<file path="src/lc3b_types.sv">
package lc3b_types;

	// 16-bit address or data word
	typedef logic [15:0] lc3b_word;

	// block exchanged with the L1 cache
	typedef logic [127:0] lc3b_c_block;

	// full line exchanged with physical memory
	typedef logic [255:0] lc3b_l2_block;

	// selects lower or upper half of a line
	typedef logic lc3b_l2_offset;

	// set index, 8 sets
	typedef logic [2:0] lc3b_l2_line;

	typedef logic [7:0] lc3b_l2_tag;

	// physical address source
	typedef enum logic [1:0]
	{
		l2_addr_req  = 2'b00,
		l2_addr_way1 = 2'b01,
		l2_addr_way2 = 2'b10
	} l2_addr_sel;

endpackage : lc3b_types

</file>
<file path="src/l2_cache_control.sv">
`timescale 1ns/1ps

module l2_cache_control
(
	input logic clk,
	input logic reset,

	input logic mem_read,
	input logic mem_write,
	input logic pmem_resp,

	input logic hit,
	input logic tag1_valid,
	input logic tag2_valid,
	input logic lru_out,
	input logic dirty1_out,
	input logic dirty2_out,

	output logic mem_resp,
	output logic pmem_read,
	output logic pmem_write,

	output logic ld_way1,
	output logic ld_way2,
	output logic ld_valid1,
	output logic ld_valid2,
	output logic ld_tag1,
	output logic ld_tag2,
	output logic ld_dirty1,
	output logic ld_dirty2,
	output logic ld_lru,

	output logic way1mux_sel,
	output logic way2mux_sel,
	output logic datamux_sel,
	output lc3b_types::l2_addr_sel addrmux_sel,

	output logic dirty1_in,
	output logic dirty2_in
);

typedef enum logic [1:0]
{
	check,
	write_back,
	allocate
} state_t;

state_t state;
state_t next_state;

logic request;
logic victim_dirty;

assign request = mem_read || mem_write;
assign victim_dirty = lru_out ? dirty2_out : dirty1_out;

always_comb
begin
	mem_resp = 1'b0;
	pmem_read = 1'b0;
	pmem_write = 1'b0;
	ld_way1 = 1'b0;
	ld_way2 = 1'b0;
	ld_valid1 = 1'b0;
	ld_valid2 = 1'b0;
	ld_tag1 = 1'b0;
	ld_tag2 = 1'b0;
	ld_dirty1 = 1'b0;
	ld_dirty2 = 1'b0;
	ld_lru = 1'b0;
	way1mux_sel = 1'b0;
	way2mux_sel = 1'b0;
	datamux_sel = 1'b0;
	addrmux_sel = lc3b_types::l2_addr_req;
	dirty1_in = 1'b0;
	dirty2_in = 1'b0;

	case (state)
		check:
		begin
			if (request && hit)
			begin
				mem_resp = 1'b1;
				datamux_sel = tag2_valid;
				ld_lru = 1'b1;
				// write hit stores merged line back into the hit way
				if (mem_write)
				begin
					if (tag1_valid)
					begin
						ld_way1 = 1'b1;
						ld_dirty1 = 1'b1;
						dirty1_in = 1'b1;
					end
					else
					begin
						ld_way2 = 1'b1;
						ld_dirty2 = 1'b1;
						dirty2_in = 1'b1;
					end
				end
			end
		end

		write_back:
		begin
			pmem_write = 1'b1;
			datamux_sel = lru_out;
			addrmux_sel = lru_out ? lc3b_types::l2_addr_way2 : lc3b_types::l2_addr_way1;
		end

		allocate:
		begin
			pmem_read = 1'b1;
			if (pmem_resp)
			begin
				if (lru_out)
				begin
					ld_way2 = 1'b1;
					way2mux_sel = 1'b1;
					ld_tag2 = 1'b1;
					ld_valid2 = 1'b1;
					ld_dirty2 = 1'b1;
				end
				else
				begin
					ld_way1 = 1'b1;
					way1mux_sel = 1'b1;
					ld_tag1 = 1'b1;
					ld_valid1 = 1'b1;
					ld_dirty1 = 1'b1;
				end
			end
		end

		default: ;
	endcase
end

always_comb
begin
	next_state = state;
	case (state)
		check:
		begin
			if (request && !hit)
				next_state = victim_dirty ? write_back : allocate;
		end

		write_back:
		begin
			if (pmem_resp)
				next_state = allocate;
		end

		allocate:
		begin
			// back in check the request hits on the fresh line
			if (pmem_resp)
				next_state = check;
		end

		default: next_state = check;
	endcase
end

always_ff @(posedge clk)
begin
	if (reset)
		state <= check;
	else
		state <= next_state;
end

endmodule : l2_cache_control

</file>
<file path="config.mk">
export PLATFORM = sky130hd
export DESIGN_NAME = l2_cache_control
export DESIGN_NICKNAME = d
export VERILOG_FILES = /design/src/lc3b_types.sv /design/src/l2_cache_control.sv
export SDC_FILE = /design/constraint.sdc
export NUM_CORES = 1
export LEC_CHECK = 0
export BUFFER_PORTS_ARGS = -buffer_cell sky130_fd_sc_hd__buf_2
export CAP_MARGIN = 15
export CORE_AREA = 4 4 41 43
export DETAILED_ROUTE_END_ITERATION = 10
export DIE_AREA = 0 0 45 47
export PLACE_DENSITY = 0.56
export SETUP_SLACK_MARGIN = 0.2
export SLEW_MARGIN = 15
export SYNTH_ARGS = -nofsm -noshare
export SYNTH_HDL_FRONTEND = slang
export SYNTH_SLANG_ARGS = --single-unit
</file>
<file path="constraint.sdc">
create_clock -name clk -period 4.15 [get_ports clk]
set_input_delay 1.245 -clock clk [delete_from_list [all_inputs] [get_ports clk]]
set_output_delay 1.245 -clock clk [all_outputs]
set_load 0.01 [all_outputs]
</file>
# After elaboration in Yosys (flattened, before gate mapping)
# Cells that the tools add are included.
# W data, S select, Z words.
# classes
mux,30
eq_ne,5
n_reduce_logical,6
# op_table
cell,n
$mux W1,20
$mux W2,6
$ne A2 B2 Y1 const B,3
$pmux W1 S2,3
$pmux W2 S3,1
$reduce_and A3 Y1,1
$eq A2 B1 Y1 const B,1
$eq A2 B2 Y1 const B,1
$logic_and A1 B1 Y1,2
$logic_not A2 Y1,1
$logic_not A1 Y1,1
$logic_or A1 B1 Y1,1
# totals
elab_cells,42
in_bits,11
register_bits,2
output_inout_bits,19

# Longest topological paths before layout
# Gate-level depths: netlist (run 1).
# depth
ltp_word,4
ltp_mapped,4
mapped_depth_nobuf,3

# Worst setup path after synthesis (run 1)
# Ideal clock, no wire load.
# synth_path
kind,input to output
startpoint,in mem_write
endpoint,out datamux_sel
n_path_buf,0
arrival_ns,1.859
path_slack_ns,1.046
stages,3
cell_sequence,nor2_1 > or3_1 > a21oi_1
# synth_between
elab_chain_len,4
# synth_lines
item,line,rtl
from (decl),l2_cache_control.sv:9,"input logic mem_write,"
$logic_or A1 B1 Y1,l2_cache_control.sv:55,assign request = mem_read || mem_write;
$logic_and A1 B1 Y1,l2_cache_control.sv:82,if (request && hit)
$mux W1,l2_cache_control.sv:82,
$pmux W1 S2,l2_cache_control.sv:79,case (state)
to (decl),l2_cache_control.sv:35,"output logic datamux_sel,"
# Every way passes these cells.

# Worst setup path in the final report (run 1)
# Same ends and word-level chain as after synthesis.

==> impl_metrics.tcl, run 1 <==
set metrics [dict create \
    outcome "completed" \
    drt_iter0_markers 0 \
    worstPathMaxFanout 4 \
    h-tree-depth 1 \
    final_util_pct 30.7 \
    syn-instance-count 37 \
    max_freq_mhz 306 \
    setup_viol 0 \
    dpl-instance-area_um2 377 \
    regMostFlops "state" \
    die_h_um 47 \
    ys_types 19 \
    dp_hpwl_um 670 \
    port_buffers 29 \
    async_reset_ff_share_pct 0 \
    grt_pass1_wl_mm 1.17 \
    largest_reg_flops 2 \
    wl_um 768 \
    min_period_over_period_pct 78.8 \
    cts.reportedPaths.clkPinSlew_ns 0.03 \
    ctsResizeCount 0 \
    cts_tree "built" \
    power_density_nw_per_um2 269 \
    dr.pass1.iters 1 \
    io_pins 30 \
    fin_setup_tns_ns 0 \
    yosys_warnings 0 \
    hp-class "flop to flop" \
    cts_setup_buffers 0 \
    cp.required_ns 2.90 \
    grt_pass1_vias 302 \
    final_nets 75 \
    n_antenna_cell 0 \
    worst_pin_slew_ns 0.272 \
    crit_arrival_ns 2.02 \
    drtAntennaViolNets 0 \
    ir_worst_vdd_mv 0.102 \
    holdBufCountCts 0 \
    clockBufferDepth 2 \
    grt_max_degree 8 \
    worstSetupStartpointType "primary input" \
    start_util_pct 20.4 \
    path_class "primary input to output port" \
    cts_num_sinks 2 \
    final_max_slew_viol_count 0 \
    syn_area_um2 265 \
    wl_per_cell_um 9.97 \
    drt_drc_violations_left 0 \
    timing.final.ws_setup_ns 0.882 \
    timing.slew.headroom_pct 81.8 \
    dr_total_vias 324 \
    antenna_found_initial 0 \
    grt.total_usage_pct 8.19 \
    root_buffer "clkbuf_4" \
    via_per_inst 4.21 \
    rsz0062_at_grt "false" \
    period_minus_slack_ns 3.27 \
    synth-seq-area-share_pct 15.1 \
    dieArea_um2 2120 \
    overflow 0 \
    timing_hold_violations_final 0 \
    synth_edf_count 0 \
    cts_made_buffers 3 \
    hold-worst-slack_ns 0.601 \
    ys_ff_latch 2 \
    finClkSkew_ns 0.00550 \
    synthFlopType "dfxtp_1" \
    core_area_um2 1300 \
    die_x_um 45 \
    avgSynthCellArea_um2 7.17 \
    maxCapViolCount 0 \
    drive_above_1_share_pct 59.7 \
    top_regs "state: 2 flops" \
    clock_latency_ns 0.22 \
    syn_nets 48 \
    cp-end-kind "output port" \
    gp_congestion 0.638 \
    rows 13 \
    p_leak_uw 0.000249 \
    pre_cts_ws_ns 0.867 \
    fin_area_um2 399 \
    syn2layout_area_growth_pct 50.5 \
]
-- metal layers --
metal  routed length (µm)  GRT usage [%]  share of wire (%)  up-vias
li1                     -              -                  -      172
met1                  309           8.11                 40      133
met2                  363           12.4                 47       19
met3                   94           2.30                 12        0
met4                    0           10.5                  0        0
met5                    0              0                  0        -
-- final cells by class --
type	instances	area, µm²
clock buffer	3	22.5
fill	159	902
inverter	1	3.75
multi-input combinational	27	169
sequential	2	40.0
tap	15	18.8
timing repair buffer	29	145
-- report_power, final --
group | total [µW] | switching (µW) | internal, µW | leakage, µW
registers | 23.0 | 1.83 | 21.1 | 0.0000164
clock network | 42.8 | 10.9 | 31.9 | 0.0000138
logic | 41.8 | 22.3 | 19.6 | 0.000218
total | 108 | 35.0 | 72.6 | 0.000249
-- synthesized netlist by cell type, drive strengths merged, types with 2 or more instances --
library cell / count / area [µm²]
nand2: 5 / 18.8
mux2: 2 / 26.3
dfxtp: 2 / 40.0
buf: 7 / 52.6
or3: 2 / 12.5
nor2: 6 / 22.5
o21bai: 2 / 15.0
-- worst paths after layout --
check / startpoint / end / slack [ns] / depth (start not counted)
worst min-delay path: state[0]$_SDFFE_PP0P_ / state[0]$_SDFFE_PP0P_ / 0.60 / 2
worst max register to register: state[0]$_SDFFE_PP0P_ / state[1]$_SDFFE_PP0P_ / 3.20 / 3
worst min register to register: state[0]$_SDFFE_PP0P_ / state[0]$_SDFFE_PP0P_ / 0.60 / 2
worst max-delay path: mem_write / datamux_sel / 0.88 / 5
-- critical path, cell delays in order --
cell and delay [ns]:
buf_2 0.09, nor2_1 0.07, or3_1 0.34, a21oi_1 0.14, buf_2 0.14
-- layout by cell type, fill, tap and decap left out, drive strengths merged --
| cell type | instances |
|---|---|
| buf | 29 |
| nor2 | 6 |
| nand2 | 5 |
| clkbuf | 3 |
| o21bai | 2 |
| or3 | 2 |
| dfxtp | 2 |
| mux2 | 2 |
| nand2b | 1 |
| inv | 1 |
| nand3 | 1 |
| nor2b | 1 |
| and3 | 1 |
| and4 | 1 |
| and2 | 1 |
| a21oi | 1 |
| o31a | 1 |
| nor3 | 1 |
| o32ai | 1 |
-- kinds of logic (layout without fill, tap and decap cells) --
family | Yosys count | count (layout) | synth area share [%]
buffers and inverters | 8 | 33 | 21.2
DFF | 2 | 2 | 15.1
AOI/OAI and AO/OA | 5 | 5 | 14.1
and+or+nand+nor | 20 | 20 | 39.6
muxes | 2 | 2 | 9.90
-- stage by stage --
stage / std cells / total power (µW)
global route: 77 / 118
finish: 77 / 108
floorplan: 37 / 51.0
global placement: 74 / 65.4
CTS: 77 / 111
detailed placement: 74 / 66.0
Note: power is estimated with default switching activity, not from simulation.
==> run 2: changes to the inputs <==
- ABC_AREA: default -> 1
- PLACE_DENSITY: 0.56 -> 0.57
- clock period: 4.15 -> 3.2 ns (I/O delays scaled with it)
==> run 2 against run 1 <==
Against the previous run: first-iteration DRC count up 3; clock-buffer cell count unchanged; flip-flop and latch count unchanged; die area unchanged; synthesized area up 2.8%; power up 57%; clock power up 31%; combinational power up 93%; critical endpoint is now ld_way2.
==> impl_metrics.tcl, run 2 <==
set metrics [dict create \
    outcome "completed" \
    fin_setup_tns_ns 0 \
    holdBufCountCts 0 \
    nFillCells 165 \
    maxCapViolCount 0 \
    rows 13 \
    multiInputGateArea_um2 143 \
    pre_cts_ws_ns 0.661 \
    dieArea_um2 2120 \
    synth_most_common_cell "nand2_1" \
    io_pins 30 \
    grt_max_degree 7 \
    grt.total_usage_pct 7.25 \
    worstPathMaxFanout 4 \
    power_density_nw_per_um2 416 \
    rr_startpoint "state[0]$_SDFFE_PP0P_" \
    via_per_inst 4.13 \
    cp.required_ns 2.24 \
    cts_tree "built" \
    root_buffer "clkbuf_4" \
    synth_edf_count 0 \
    start_util_pct 21.0 \
    finClkSkew_ns 0.000625 \
    timing_hold_violations_final 0 \
    drt_iter0_markers 3 \
    die_x_um 45 \
    dpl-instance-area_um2 384 \
    synth_top_area_share_pct 19.3 \
    yosys_warnings 0 \
    regMostFlops "state" \
    timing.slew.headroom_pct 88.5 \
    yosysTopAreaCell "buf_4" \
    largest_reg_flops 2 \
    ys_ff_latch 2 \
    period_minus_slack_ns 2.53 \
    top_regs "state: 2 flops" \
    die_h_um 47 \
    ir_worst_vdd_mv 0.166 \
    syn-instance-count 50 \
    rsz0062_at_grt "false" \
    min_from "state[1]$_SDFFE_PP0P_" \
    path_buf_inv 2 \
    crit_top_cell "buf_2" \
    dr.pass1.iters 3 \
    final_common_cell "buf_2" \
    setup_viol 0 \
    fin_total_pwr_uw 169 \
    cts_num_sinks 2 \
    wl_per_cell_um 9.11 \
    syn_nets 61 \
    h-tree-depth 1 \
    dp_hpwl_um 702 \
    port_buffers 29 \
    syn2layout_area_growth_pct 49.1 \
    core_area_um2 1300 \
    drtAntennaViolNets 0 \
    clockBufferDepth 2 \
    timing.final.ws_setup_ns 0.667 \
    yosys-top-cells-count "nand2_1, inv_1, nor2_1, buf_4, nand3_1" \
    cp-end-kind "output port" \
    cp_cell_sequence "buf_2 -> nand3_1 -> o22ai_1 -> buf_2" \
    final_max_slew_viol_count 0 \
    p_leak_uw 0.000287 \
    clock_latency_ns 0.22 \
    gp_congestion 0.772 \
    crit_arrival_ns 1.57 \
    final_nets 88 \
    overflow 0 \
    avgSynthCellArea_um2 5.46 \
    dr_total_vias 372 \
    synth-seq-area-share_pct 14.7 \
    cts.reportedPaths.clkPinSlew_ns 0.03 \
    wl_um 820 \
    n_antenna_cell 0 \
    cp_slowest_stage_delay_ns 0.22 \
    synthTopCellsByArea "buf_4, dfxtp_1, nand2_1" \
    worst_pin_slew_ns 0.171 \
    layout_common_cells "buf_2, nand2_1, inv_1, nor2_1" \
    seqCellArea_um2 40.0 \
    drt_drc_violations_left 0 \
    worstSetupStartpointType "primary input" \
    synthFlopType "dfxtp_1" \
    fin_area_um2 407 \
    grt_pass1_wl_mm 1.03 \
    cts_setup_buffers 0 \
    crit_path_start "hit" \
    min_period_over_period_pct 79.1 \
    cts_made_buffers 3 \
    grt_pass1_vias 271 \
    path_class "primary input to output port" \
    max_freq_mhz 395 \
    drive_above_1_share_pct 46.7 \
    slowest_stage "o22ai_1" \
    critPathTopFamily "buffers and inverters" \
    syn_area_um2 273 \
    ctsResizeCount 0 \
    antenna_found_initial 0 \
    async_reset_ff_share_pct 0 \
    hp-class "flop to flop" \
    ys_types 14 \
    final_util_pct 31.3 \
]
[run 2: kinds of logic after synthesis]
logic type | Yosys count | synth area share, %
AOI/OAI and AO/OA | 8 | 17.4
buffers and inverters | 17 | 33.0
DFF | 2 | 14.7
and+or+nand+nor | 23 | 34.9
[run 2: where the power goes]
part	switching [µW]	internal, µW
clock	14.7	41.4
sequential	3.68	28.9
combinational	48.1	32.5
[run 2: worst paths after layout]
| check | end | slack, ns | cells past startpoint |
|---|---|---|---|
| max | ld_way2 | 0.67 | 4 |
| min | state[1]$_SDFFE_PP0P_ | 0.60 | 3 |
| max reg2reg | state[0]$_SDFFE_PP0P_ | 2.26 | 5 |
| min reg2reg | state[1]$_SDFFE_PP0P_ | 0.60 | 3 |
[run 2: worst min-delay path: stages (launching register included)]
cell     delay, ns
dfxtp_1       0.36
inv_2         0.06
nand3_1       0.07
a21oi_1       0.05
[run 2: per-layer routing]
metal / vias to the layer above / routed length [µm] / GRT usage, %
li1: 197 / - / -
met1: 154 / 310 / 7.00
met2: 17 / 386 / 11.0
met3: 4 / 95 / 2.68
met4: 0 / 26 / 8.77
met5: - / 0 / 0
[run 2: metrics by stage]
step | hold WS [ns] | std cells
3_5_place_dp | 0.600 | 87
4_1_cts | 0.605 | 90
2_1_floorplan | 0.565 | 50
5_1_grt | 0.655 | 90
6_report | 0.598 | 90
3_3_place_gp | 0.597 | 87
[run 2: cell type report]
class	count	area share, %
clock buffers	3	5.54
well taps	15	4.62
flip-flops and latches	2	9.85
inverters	10	9.23
multi-input cells	31	35.1
repair buffers	29	35.7
